**src/rtl/isa_pkg.sv**
```systemverilog
//////////////////////////////
// Opcodes, classes and status
//////////////////////////////

package isa_pkg;

  // Major opcode field, ir[31:26]
  typedef enum logic [5:0] {
    OP_PAL  = 6'h00,
    OP_INTA = 6'h10,
    OP_LDQ  = 6'h29,
    OP_STQ  = 6'h2d,
    OP_BR   = 6'h30,
    OP_BEQ  = 6'h39
  } opcode_e;

  // What decode makes of a word
  typedef enum logic [2:0] {
    CLS_ALU,
    CLS_LOAD,
    CLS_STORE,
    CLS_COND_BR,
    CLS_UNCOND_BR,
    CLS_HALT,
    CLS_ILLEGAL
  } inst_class_e;

  // Sticky machine status
  typedef enum logic [1:0] {
    NO_ERROR,
    HALTED_ON_HALT,
    HALTED_ON_ILLEGAL
  } err_status_e;

  //////////////////////////////
  // Resource needs per class
  //////////////////////////////

  // Memory ops take a load/store queue slot
  function automatic logic needs_lsq(input inst_class_e cls);
    return (cls == CLS_LOAD) || (cls == CLS_STORE);
  endfunction

  // Halt only goes to the ROB
  function automatic logic needs_rs(input inst_class_e cls);
    return cls != CLS_HALT;
  endfunction

endpackage

```
**src/rtl/pipe_cfg_pkg.sv**
```systemverilog
//////////////////////////////
// Front end datapath config
//////////////////////////////

package pipe_cfg_pkg;

  // Datapath widths
  localparam int XLEN      = 64;  // Address and NPC
  localparam int INST_W    = 32;  // Instruction word
  localparam int REG_IDX_W = 5;   // Architectural register index

  // Slots per bundle, fixed
  localparam int WAYS = 2;

  //////////////////////////////
  // Fixed instruction constants
  //////////////////////////////

  // Hardwired zero register
  localparam logic [REG_IDX_W-1:0] ZERO_REG = 5'd31;

  // ADDQ r31,r31,r31 on the integer arithmetic opcode
  localparam logic [INST_W-1:0] NOOP_INST = 32'h43ff_041f;

  // PAL call that stops the machine
  localparam logic [INST_W-1:0] HALT_INST = 32'h0000_0555;

endpackage
```
**src/rtl/dispatch_bundle_if.sv**
```systemverilog
//////////////////////////////
// Decoded two-slot bundle
//////////////////////////////

interface dispatch_bundle_if
  import pipe_cfg_pkg::*, isa_pkg::*;
();

  // Index 0 is slot 1, index 1 is slot 2
  logic [XLEN-1:0]      npc      [WAYS];
  logic [INST_W-1:0]    ir       [WAYS];
  logic [WAYS-1:0]      valid;
  inst_class_e          cls      [WAYS];
  logic [REG_IDX_W-1:0] dest_idx [WAYS];

  // Decode side
  modport producer (
    output npc,
    output ir,
    output valid,
    output cls,
    output dest_idx
  );

  // Dispatch side
  modport consumer (
    input npc,
    input ir,
    input valid,
    input cls,
    input dest_idx
  );

endinterface

```
**src/rtl/frontend_top.sv**
```systemverilog
//////////////////////////////
// Two-wide front end top
//////////////////////////////

module frontend_top
  import pipe_cfg_pkg::*, isa_pkg::*;
#(
  parameter int FREE_W = 2  // Width of the free-entry counts
)
(
  input  logic                 clock,
  input  logic                 arst_n,
  input  logic                 flush,        // Mispredict
  input  logic [XLEN-1:0]      fetch_npc   [WAYS],
  input  logic [INST_W-1:0]    fetch_ir    [WAYS],
  input  logic [WAYS-1:0]      fetch_valid,
  input  logic [FREE_W-1:0]    rob_free,
  input  logic [FREE_W-1:0]    rs_free,
  input  logic [FREE_W-1:0]    lsq_free,
  output logic                 fetch_ready,
  output logic [WAYS-1:0]      dp_valid,
  output logic [WAYS-1:0]      dp_fire,
  output logic [XLEN-1:0]      dp_npc      [WAYS],
  output logic [INST_W-1:0]    dp_ir       [WAYS],
  output logic [REG_IDX_W-1:0] dp_dest_idx [WAYS],
  output inst_class_e          dp_cls      [WAYS],
  output err_status_e          error_status
);

  dispatch_bundle_if id_bundle ();

  decode_stage u_decode_stage (
    .clock       (clock),
    .arst_n      (arst_n),
    .flush       (flush),
    .accept      (fetch_ready),
    .fetch_npc   (fetch_npc),
    .fetch_ir    (fetch_ir),
    .fetch_valid (fetch_valid),
    .bundle      (id_bundle.producer)
  );

  dispatch_buffer u_dispatch_buffer (
    .clock       (clock),
    .arst_n      (arst_n),
    .flush       (flush),
    .bundle      (id_bundle.consumer),
    .fire        (dp_fire),
    .accept      (fetch_ready),
    .slot_valid  (dp_valid),
    .slot_cls    (dp_cls),
    .dp_npc      (dp_npc),
    .dp_ir       (dp_ir),
    .dp_dest_idx (dp_dest_idx)
  );

  dispatch_gate #(
    .FREE_W (FREE_W)
  ) u_dispatch_gate (
    .clock        (clock),
    .arst_n       (arst_n),
    .slot_valid   (dp_valid),
    .slot_cls     (dp_cls),
    .rob_free     (rob_free),
    .rs_free      (rs_free),
    .lsq_free     (lsq_free),
    .fire         (dp_fire),
    .error_status (error_status)
  );

endmodule

```
**src/rtl/dispatch_gate.sv**
```systemverilog
//////////////////////////////
// Structural hazard grant
//////////////////////////////

module dispatch_gate
  import pipe_cfg_pkg::*, isa_pkg::*;
#(
  parameter int FREE_W = 2
)
(
  input  logic              clock,
  input  logic              arst_n,
  input  logic [WAYS-1:0]   slot_valid,
  input  inst_class_e       slot_cls [WAYS],
  input  logic [FREE_W-1:0] rob_free,
  input  logic [FREE_W-1:0] rs_free,
  input  logic [FREE_W-1:0] lsq_free,
  output logic [WAYS-1:0]   fire,
  output err_status_e       error_status
);

  // Room for a pair need of 2 even with narrow counts
  localparam int CMP_W = (FREE_W > 2) ? FREE_W : 2;

  logic            live;
  logic [WAYS-1:0] legal;
  logic [WAYS-1:0] rs_use;
  logic [WAYS-1:0] lsq_use;
  logic [1:0]      rs_pair;
  logic [1:0]      lsq_pair;

  function automatic logic covers(input logic [FREE_W-1:0] free, input logic [1:0] need);
    return CMP_W'(free) >= CMP_W'(need);
  endfunction

  always_comb
  begin
    for (int i = 0; i < WAYS; i++)
    begin
      legal[i]   = slot_valid[i] && (slot_cls[i] != CLS_ILLEGAL);
      rs_use[i]  = needs_rs(slot_cls[i]);
      lsq_use[i] = needs_lsq(slot_cls[i]);
    end
  end

  assign live     = (error_status == NO_ERROR);
  assign rs_pair  = {1'b0, rs_use[0]} + {1'b0, rs_use[1]};
  assign lsq_pair = {1'b0, lsq_use[0]} + {1'b0, lsq_use[1]};

  // Slot 1 alone
  assign fire[0] = live && legal[0] && covers(rob_free, 2'd1)
                && covers(rs_free, {1'b0, rs_use[0]}) && covers(lsq_free, {1'b0, lsq_use[0]});

  // Both slots on the pair's needs, never past a halt
  assign fire[1] = live && legal[0] && legal[1] && (slot_cls[0] != CLS_HALT)
                && covers(rob_free, 2'd2) && covers(rs_free, rs_pair)
                && covers(lsq_free, lsq_pair);

  //////////////////////////////
  // Error status, sticky
  //////////////////////////////

  always_ff @(posedge clock or negedge arst_n)
  begin
    if (!arst_n)
      error_status <= NO_ERROR;
    else if (live)
    begin
      if ((fire[0] && slot_cls[0] == CLS_HALT) || (fire[1] && slot_cls[1] == CLS_HALT))
        error_status <= HALTED_ON_HALT;
      else if (slot_valid[0] && slot_cls[0] == CLS_ILLEGAL)
        error_status <= HALTED_ON_ILLEGAL;
    end
  end

  // Pair needs always cover slot 1's own needs
  a_fire_order: assert property (
    @(posedge clock) disable iff (!arst_n)
    fire[1] |-> fire[0]
  ) else $error("slot 2 fired without slot 1");

endmodule

```
**src/rtl/dispatch_buffer.sv**
```systemverilog
//////////////////////////////
// ID/DP register
//////////////////////////////

module dispatch_buffer
  import pipe_cfg_pkg::*, isa_pkg::*;
(
  input  logic                 clock,
  input  logic                 arst_n,
  input  logic                 flush,
  dispatch_bundle_if.consumer  bundle,
  input  logic [WAYS-1:0]      fire,
  output logic                 accept,
  output logic [WAYS-1:0]      slot_valid,
  output inst_class_e          slot_cls    [WAYS],
  output logic [XLEN-1:0]      dp_npc      [WAYS],
  output logic [INST_W-1:0]    dp_ir       [WAYS],
  output logic [REG_IDX_W-1:0] dp_dest_idx [WAYS]
);

  logic [WAYS-1:0]      id_dp_valid;
  logic [XLEN-1:0]      id_dp_npc  [WAYS];
  logic [INST_W-1:0]    id_dp_ir   [WAYS];
  inst_class_e          id_dp_cls  [WAYS];
  logic [REG_IDX_W-1:0] id_dp_dest [WAYS];
  logic                 shift_up;

  // Every valid slot leaves, empty buffer included
  assign accept   = &(fire | ~id_dp_valid);
  assign shift_up = fire[0] && !accept;  // Slot 2 stuck behind slot 1

  //////////////////////////////
  // Payload
  //////////////////////////////

  always_ff @(posedge clock)
  begin
    if (accept)
    begin
      id_dp_npc  <= bundle.npc;
      id_dp_ir   <= bundle.ir;
      id_dp_cls  <= bundle.cls;
      id_dp_dest <= bundle.dest_idx;
    end
    else if (shift_up)
    begin
      // Slot 2 becomes the oldest
      id_dp_npc[0]  <= id_dp_npc[1];
      id_dp_ir[0]   <= id_dp_ir[1];
      id_dp_cls[0]  <= id_dp_cls[1];
      id_dp_dest[0] <= id_dp_dest[1];
    end
  end

  //////////////////////////////
  // Valid bits
  //////////////////////////////

  always_ff @(posedge clock or negedge arst_n)
  begin
    if (!arst_n)
      id_dp_valid <= '0;
    else if (flush)
      id_dp_valid <= '0;
    else if (accept)
      id_dp_valid <= bundle.valid;
    else if (shift_up)
      id_dp_valid <= {1'b0, id_dp_valid[1]};
  end

  assign slot_valid  = id_dp_valid;
  assign slot_cls    = id_dp_cls;
  assign dp_npc      = id_dp_npc;
  assign dp_ir       = id_dp_ir;
  assign dp_dest_idx = id_dp_dest;

  // Program order holds across fetch, decode and compaction
  a_slot_order: assert property (
    @(posedge clock) disable iff (!arst_n)
    !(id_dp_valid[1] && !id_dp_valid[0])
  ) else $error("slot 2 valid behind an empty slot 1");

endmodule

```
**src/rtl/decode_stage.sv**
```systemverilog
//////////////////////////////
// IF/ID register and decode
//////////////////////////////

module decode_stage
  import pipe_cfg_pkg::*, isa_pkg::*;
(
  input  logic                clock,
  input  logic                arst_n,
  input  logic                flush,
  input  logic                accept,      // Dispatch took the whole bundle
  input  logic [XLEN-1:0]     fetch_npc [WAYS],
  input  logic [INST_W-1:0]   fetch_ir  [WAYS],
  input  logic [WAYS-1:0]     fetch_valid,
  dispatch_bundle_if.producer bundle
);

  logic [XLEN-1:0]      if_id_npc [WAYS];
  logic [INST_W-1:0]    if_id_ir  [WAYS];
  logic [WAYS-1:0]      if_id_valid;
  inst_class_e          slot_cls  [WAYS];
  logic [REG_IDX_W-1:0] slot_dest [WAYS];

  //////////////////////////////
  // IF/ID pipeline register
  //////////////////////////////

  always_ff @(posedge clock or negedge arst_n)
  begin
    if (!arst_n)
    begin
      if_id_npc   <= '{default: '0};
      if_id_ir    <= '{default: NOOP_INST};
      if_id_valid <= '0;
    end
    else if (flush)                    // Mispredict squashes the bundle
    begin
      if_id_npc   <= '{default: '0};
      if_id_ir    <= '{default: NOOP_INST};
      if_id_valid <= '0;
    end
    else if (accept)
    begin
      if_id_npc   <= fetch_npc;
      if_id_ir    <= fetch_ir;
      if_id_valid <= fetch_valid;
    end
  end

  // Classify each slot on the major opcode
  always_comb
  begin
    for (int i = 0; i < WAYS; i++)
    begin
      slot_cls[i]  = CLS_ILLEGAL;
      slot_dest[i] = ZERO_REG;
      case (if_id_ir[i][31:26])
        OP_INTA: begin slot_cls[i] = CLS_ALU;       slot_dest[i] = if_id_ir[i][4:0];   end
        OP_LDQ:  begin slot_cls[i] = CLS_LOAD;      slot_dest[i] = if_id_ir[i][25:21]; end
        OP_STQ:  slot_cls[i] = CLS_STORE;
        OP_BEQ:  slot_cls[i] = CLS_COND_BR;
        OP_BR:   begin slot_cls[i] = CLS_UNCOND_BR; slot_dest[i] = if_id_ir[i][25:21]; end
        OP_PAL:
        begin
          if (if_id_ir[i] == HALT_INST)    // Other PAL calls unsupported
            slot_cls[i] = CLS_HALT;
        end
        default: slot_cls[i] = CLS_ILLEGAL;
      endcase
    end
  end

  assign bundle.npc      = if_id_npc;
  assign bundle.ir       = if_id_ir;
  assign bundle.valid    = if_id_valid;
  assign bundle.cls      = slot_cls;
  assign bundle.dest_idx = slot_dest;

endmodule

```
**config.mk**
```make
export PLATFORM = sky130hd
export DESIGN_NAME = frontend_top
export DESIGN_NICKNAME = d
export VERILOG_FILES = /design/src/rtl/isa_pkg.sv /design/src/rtl/pipe_cfg_pkg.sv /design/src/rtl/dispatch_bundle_if.sv /design/src/rtl/frontend_top.sv /design/src/rtl/dispatch_gate.sv /design/src/rtl/dispatch_buffer.sv /design/src/rtl/decode_stage.sv
export SDC_FILE = /design/constraint.sdc
export NUM_CORES = 1
export LEC_CHECK = 0
export BUFFER_PORTS_ARGS = -buffer_cell sky130_fd_sc_hd__buf_2
export CAP_MARGIN = 20
export CORE_AREA = 2 2 189 173
export CTS_CLUSTER_SIZE = 12
export DETAILED_ROUTE_END_ITERATION = 7
export DIE_AREA = 0 0 191 175
export MAX_ROUTING_LAYER = met4
export PLACE_DENSITY = 0.86
export SETUP_SLACK_MARGIN = 0.1
export SYNTH_ARGS = -nofsm -noshare
export SYNTH_HDL_FRONTEND = slang
export SYNTH_HIERARCHICAL = 1
export SYNTH_SLANG_ARGS = --single-unit
```
**constraint.sdc**
```tcl
create_clock -name clock -period 7.95 [get_ports clock]
set_input_delay 1.1925 -clock clock [delete_from_list [all_inputs] [get_ports clock]]
set_output_delay 1.1925 -clock clock [all_outputs]
set_load 0.01 [all_outputs]
```
==> summary.md, run 1 <==
| Metric | Value |
|---|---|
| WL per Instance | 21.06 um |
| Largest stage delay, worst path | a little under 800 ps |
| Final Wtd Congestion | between 0.9 and 1 |
| # resized after CTS | 0 |
| Pint | between 4 and 5 mW |
| IO Pins | 418 |
| Hold-fix buffers, CTS | 0 |
| Placed inst area | around 0.019 mm2 |
| Crit-path slowest cell | inv_8 |
| Hold Crit Class | reg -> reg |
| R2r endpoint | u_decode_stage/bundle.npc[108]$_DFFE_PN0P_ |
| Fin crit share | 73.95% |
| WL final | 41110 um |
| Fraction of registers with async set/reset | 48.77% |
| Design area | 0.02026 mm2 |
| EDFF count, synth | 208 |
| Slew HR | 25.57% |
| Root Driver | clkbuf_16 |
| Vias | 10659 |
| Combinational share of power | 22.3% |
| Netlist Area Pre-Place | 0.01649 mm2 |
| WHS Path Cells | 0 |
| Nature of the critical path endpoint | output port |
| Tot Pwr | ~6.3 mW |
| HPWL after DPL | between 20000 and 30000 um |
| Core ar. | 0.03142 mm2 |
| CTS buffer count | 43 |
| Synth top area share | 37.88% |
| CTS tree | built |
| Worst Path Max Fanout | 105 |
| Cell depth of the worst flop-to-flop path | 14 |
| DRC | 0 |
| Area grow syn2layout | 22.85% |
| Vias in the first global route | between 10000 and 15000 |
| Clk slew on worst S/H paths | 60 ps |
| Initial antenna violation count | 17 |
| Switching power of the nets | approximately 1.8 mW |
| Max-cap violations | 0 |
| Top FF cell, synth | edfxtp_1 |
| CTS Buffer Depth | 3 |
| Cell taking the most area after synthesis | edfxtp_1 |
| Post-synthesis sequential area ratio | 68.19% |
| PwrDens | 312.4 mW/mm2 |
| Initial DRC count | around 830 |
| Final nets | 1695 |
| Fin. max-slew vios | 0 |
| Reg2Reg Setup Slack | 2690 ps |
| Worst slew pin tran | 1116 ps |
| Peak supply drop | 0.0002141 V |
| Setup Skew | 13.78 ps |
| Setup Fix Bufs, Post-CTS | 0 |
| Min-delay src | u_decode_stage/bundle.npc[58]$_DFFE_PN0P_ |
| Synth top area cells | edfxtp_1 38%, dfrtp_1 25%, mux2i_1 9.7%, dfstp_2 5.4%, mux2_4 4.5% |
| Synth cell count leaders | 208 x edfxtp_1, 167 x nor2_1, 164 x dfrtp_1 |
| Reg power frac | 47.4% |
| Hold EP | u_dispatch_buffer/dp_npc[58]$_DFFE_PP_ |
| Rows | a little over 60 |
| Largest net degree at the start of global routing | 145 |
| RR Startpoint | u_dispatch_buffer/slot_cls[1]$_DFFE_PP_ |
| Avg Synthesized Cell Area | 15.38 um2 |
| Hold slack final | between 400 and 500 ps |
| Leakage | ~9.8 nW |
| Layout cells sized above 1 | 41.74% |
| CTS sink cnt | 406 |
| Die ar. | 0.03343 mm2 |
| Startpoint Class | flip-flop |
| Sw Share | 28.60% |
| I/O Buffers | 417 |
| Final Hold Fails | 0 |
| Die width | approximately 190 um |
| Crit path DAT | 4690 ps |
| Clock Latency Late Sink | around 530 ps |
| Post-route setup TNS | 0 ps |
| Grt total ovfl | 0 |
| Syn Inst Count | between 1000 and 1500 |
| Status | finished, final reports clean |
| Yosys Warn Count | 6 |
| Crit path cell chain | and3b_1 -> inv_1 -> ha_1 -> ha_1 -> nand2b_1 -> a21oi_1 -> nor4_2 -> and2_1 -> nand2b_1 -> nand2_8 -> inv_8 -> buf_2 |
| Initial Utilization | a little over half |
| First-pass GRT wire length | between 60000 and 70000 um |
| Htree depth | 2 |
| Total track usage | 24.83% |
| Vias/cell | approximately 5.5 |
| Die height | around 180 um |
| RSZ-0062 raised after global routing | false |
| Most frequent cell after synthesis | edfxtp_1 |
| Tmin final | 5879 ps |
| Routed Antenna Nets | 0 |
| Max Clk Rate | 0.1701 GHz |
| First drt pass iteration count | 7 |
| Synth Net Count | 1283 |
| Final setup fails | 0 |
| Crit path kind | reg -> out |
| Power share of the clock group | 30.4% |
| Worst endpoint required time | between 6000 and 7000 ps |
| Yosys cell types | 58 |
| Synthesized flop and latch total | 406 |
==> per-layer routing <==
| layer | global-route usage, % | up-vias | routed length [um] |
|---|---|---|---|
| li1 | - | 4753 | - |
| met1 | 31.89 | 5334 | 16580 |
| met2 | 38.60 | 475 | 19980 |
| met3 | 5.463 | 97 | 3050 |
| met4 | 9.948 | 0 | 1502 |
| met5 | - | - | 0 |
==> placed cells by master, fill, tap and decap left out, drive strengths merged, types with 6 or more instances in the layout <==
cell,synthesis,routed
nand2,10,10
inv,8,12
nor2,167,167
a211o,34,34
clkbuf,24,72
nor2b,36,36
nor3,7,7
diode,0,17
buf,34,424
edfxtp,208,208
mux2i,160,160
ha,8,8
mux2,104,104
a221o,6,6
dfstp,34,34
a21oi,6,6
dfrtp,164,164
nor4,9,9
==> final cells by class <==
cell class	count	area (um2)
sequential	406	11240
fill	2238	11160
multi-input combinational	600	4883
timing repair buffer	425	2175
clock buffer	71	1241
tap	416	520.5
clock inverter	9	112.6
antenna	17	42.54
inverter	8	37.54
==> per-stage QoR <==
| step | setup WS (ps) | utilization (%) | instances |
|---|---|---|---|
| final | 2071 | 64.47 | 1952 |
| after global routing | 1803 | 64.47 | 1952 |
| after CTS | 2101 | 64.34 | 1935 |
| after detailed placement | 2460 | 60.03 | 1855 |
| after global placement | 2522 | 60.03 | 1855 |
| after floorplan | 339.6 | - | 1072 |
==> power groups by stage <==
stage | Combinational, mW | Sequential (mW) | Clock (mW)
after floorplan | 0.732 | 3.14 | 0
after global placement | 1.37 | 3.01 | 0
after detailed placement | 1.40 | 3.03 | 0
after CTS | 1.41 | 2.99 | 1.96
after global routing | 1.50 | 3.04 | 2.05
final | 1.41 | 3.00 | 1.92
==> cell families after synthesis <==
| family | after synthesis | synth area share [%] |
|---|---|---|
| AOI/OAI and AO/OA | 67 | 3.369 |
| adders and majority gates | 8 | 0.6071 |
| xor gates and xnor gates | 2 | 0.1063 |
| DFF | 406 | 68.19 |
| and+or+nand+nor | 259 | 7.452 |
| muxes | 264 | 17.93 |
| buffers and inverters | 66 | 2.345 |
==> how the worst max path moves through the flow <==
stage | startpoint | to | slack, ps | cells after the start
after floorplan | lsq_free[0] | u_dispatch_buffer/dp_dest_idx[5]$_DFFE_PP_ | 340 | 8
after global placement | lsq_free[0] | fetch_ready | 2520 | 11
after detailed placement | rs_free[0] | fetch_ready | 2460 | 11
after CTS | u_dispatch_buffer/slot_cls[1]$_DFFE_PP_ | fetch_ready | 2100 | 12
after global routing | u_dispatch_buffer/slot_cls[1]$_DFFE_PP_ | fetch_ready | 1800 | 12
final | u_dispatch_buffer/slot_cls[1]$_DFFE_PP_ | fetch_ready | 2070 | 12
==> state kept, by name, summed over array words and instances, names as in the netlist <==
| signal | cells |
|---|---|
| u_decode_stage/bundle.npc | 128 |
| u_dispatch_buffer/dp_npc | 128 |
| u_decode_stage/bundle.ir | 64 |
| u_dispatch_buffer/dp_ir | 64 |
| u_dispatch_buffer/dp_dest_idx | 10 |
| u_dispatch_buffer/slot_cls | 6 |
| u_decode_stage/bundle.valid | 2 |
| u_dispatch_buffer/slot_valid | 2 |
| u_dispatch_gate/error_status | 2 |
==> critical path: cells and delay by family, from the launching register on <==
kind	cells	cell delay (ps)
compound gates	1	90
fa+ha+maj	2	570
buf+inv	3	1090
flops	1	480
simple gates	6	1810
Note: power is estimated with default switching activity, not from simulation.
==> run 2, diff against run 1 <==
- CORE_AREA: 2 2 189 173 -> 2 2 199 181
- DIE_AREA: 0 0 191 175 -> 0 0 201 183
- PLACE_DENSITY: 0.86 -> 0.83
- clock period: 7.95 -> 5.2 ns (I/O delays scaled with it)
==> summary.md, run 2 (synthesis results as in run 1) <==
| Metric | Value |
|---|---|
| Status | finished, final reports clean |
| CTS sink cnt | 406 |
| WL final | roughly 42000 um |
| Root Driver | clkbuf_16 |
| Multi-input combinational cell area | 0.004883 mm2 |
| Critical path launch point | u_dispatch_buffer/slot_cls[4]$_DFFE_PP_ |
| Design area | 0.02042 mm2 |
| Leakage | between 9 and 10 nW |
| Htree depth | 2 |
| Largest net degree at the start of global routing | 152 |
| HPWL after DPL | 28290 um |
| Most frequent cells in the layout | 415 x buf_2, 208 x edfxtp_1, 167 x nor2_1 |
| Hold Crit Class | in -> async |
| DRC | 0 |
| Setup Fix Bufs, Post-CTS | 0 |
| Worst Path Max Fanout | 30 |
| Vias in the first global route | 10858 |
| Final setup fails | 0 |
| Routed Antenna Nets | 0 |
| Crit path kind | reg -> out |
| # fillers | 2680 |
| Grt total ovfl | 0 |
| First-pass GRT wire length | 62780 um |
| Worst slew pin tran | ~950 ps |
| I/O Buffers | ~420 |
| Vias/cell | 5.283 |
| Hold-fix buffers, CTS | 0 |
| Most common cell after layout, fill and taps aside | buf_2 |
| Startpoint Class | flip-flop |
| Register area | around 0.011 mm2 |
| Largest stage delay, worst path | 430 ps |
| Max-cap violations | 0 |
| CTS tree | built |
| Placed insts | 1912 |
| CTS Buffer Depth | 3 |
| Slew HR | 36.72% |
| Initial DRC count | 807 |
| Layout cells sized above 1 | 42.02% |
| Core ar. | 0.03473 mm2 |
| Clock Latency Late Sink | 540 ps |
| Cell Count, Final, Fillers Out | 2005 |
| Initial Utilization | between 40% and 50% |
| RSZ-0062 raised after global routing | false |
| First drt pass iteration count | 5 |
| Die height | between 150 and 200 um |
| Fin util | 58.81% |
| Die ar. | 0.03678 mm2 |
| Fin crit share | just over 80% |
| Tot Pwr | 9.716 mW |
| Die width | 201 um |
| RR Startpoint | u_dispatch_buffer/slot_cls[4]$_DFFE_PP_ |
| Nature of the critical path endpoint | output port |
| Crit path DAT | roughly 3500 ps |
| Post-route setup TNS | 0 ps |
| Vias | between 10000 and 15000 |
| Hold slack final | 356.8 ps |
| Total track usage | 22.84% |
| PwrDens | 475.7 mW/mm2 |
| Worst endpoint required time | 4420 ps |
| Fin. max-slew vios | 0 |
| Worst Setup Slack post-DPL | 1310 ps |
| Tmin final | 4320 ps |
| WL per Instance | 20.97 um |
| Rows | 65 |
| Max Clk Rate | 0.2315 GHz |
| IO Pins | roughly 420 |
| Final Hold Fails | 0 |
| Crit path cell chain | nand3b_1 -> ha_1 -> ha_1 -> nand2b_1 -> a21oi_1 -> nor4_2 -> and2_1 -> nand2b_1 -> nand2_8 -> clkinvlp_4 -> buf_2 |
| Area grow syn2layout | 23.87% |
| Peak supply drop | ~0.0003 V |
| # resized after CTS | 0 |
| Placed inst area | 0.01903 mm2 |
| Setup Skew | 20.88 ps |
| CTS buffer count | 43 |
| Clk slew on worst S/H paths | 60 ps |
| Final nets | 1699 |
| Setup WS post-layout | a little under 900 ps |
| Final Wtd Congestion | between 0.9 and 1 |
| Crit-path slowest cell | edfxtp_1 |
| Initial antenna violation count | 12 |
## run 2: cell count changes in the layout (fill, tap and decap cells not counted), moves of 2 or more
cell and change:
buf_12 +6, buf_4 -2, clkbuf_1 -2, clkinv_2 +2
diode_2 -4, clkinv_4 +2, inv_6 -3
## run 2: final timing paths
path / endpoint / depth (start not counted) / slack, ps
setup / recovery: fetch_ready / 11 / 880
hold / removal: u_decode_stage/bundle.ir[8]$_DFFE_PN0P_ / 1 / 360
setup reg to reg: u_decode_stage/bundle.ir[58]$_DFFE_PN0P_ / 13 / 1180
hold reg to reg: u_dispatch_buffer/dp_npc[14]$_DFFE_PP_ / 0 / 440
max in group asynchronous: u_decode_stage/bundle.npc[118]$_DFFE_PN0P_ / 2 / 3780
min in group clock: u_dispatch_buffer/dp_npc[14]$_DFFE_PP_ / 0 / 440
## run 2: layout make-up
cell class | count | area share [%]
Sequential cell | 406 | 55.05
Multi-Input combinational cell | 600 | 23.91
Timing Repair Buffer | 429 | 11.16
Clock buffer | 71 | 6.230
Tap cell | 469 | 2.873
Clock inverter | 9 | 0.4533
Inverter | 8 | 0.1654
Antenna cell | 13 | 0.1593
## run 2: critical path, delay by kind of cell (launching register included)
family,cells,cell delay (ps)
simple gates,6,1410
fa+ha+maj,2,610
buf+inv,2,430
flops,1,430
compound gates,1,80
## run 2: report_power, final
part | leakage [nW] | total (mW) | internal, mW | switching (mW)
clock | 0.666 | 2.95 | 1.73 | 1.23
sequential | 4.66 | 4.60 | 4.22 | 0.377
combinational | 4.48 | 2.16 | 0.966 | 1.20
## run 2: metal layers
layer / track usage (%) / wire length, um / vias to the layer above / part of all wire, %
met1: 28.88 / 17140 / 5328 / 41
met4: 11.14 / 1777 / 0 / 4.2
met3: 4.869 / 2615 / 100 / 6.2
met2: 35.35 / 20510 / 412 / 49
li1: - / - / 4753 / -
met5: - / 0 / - / 0
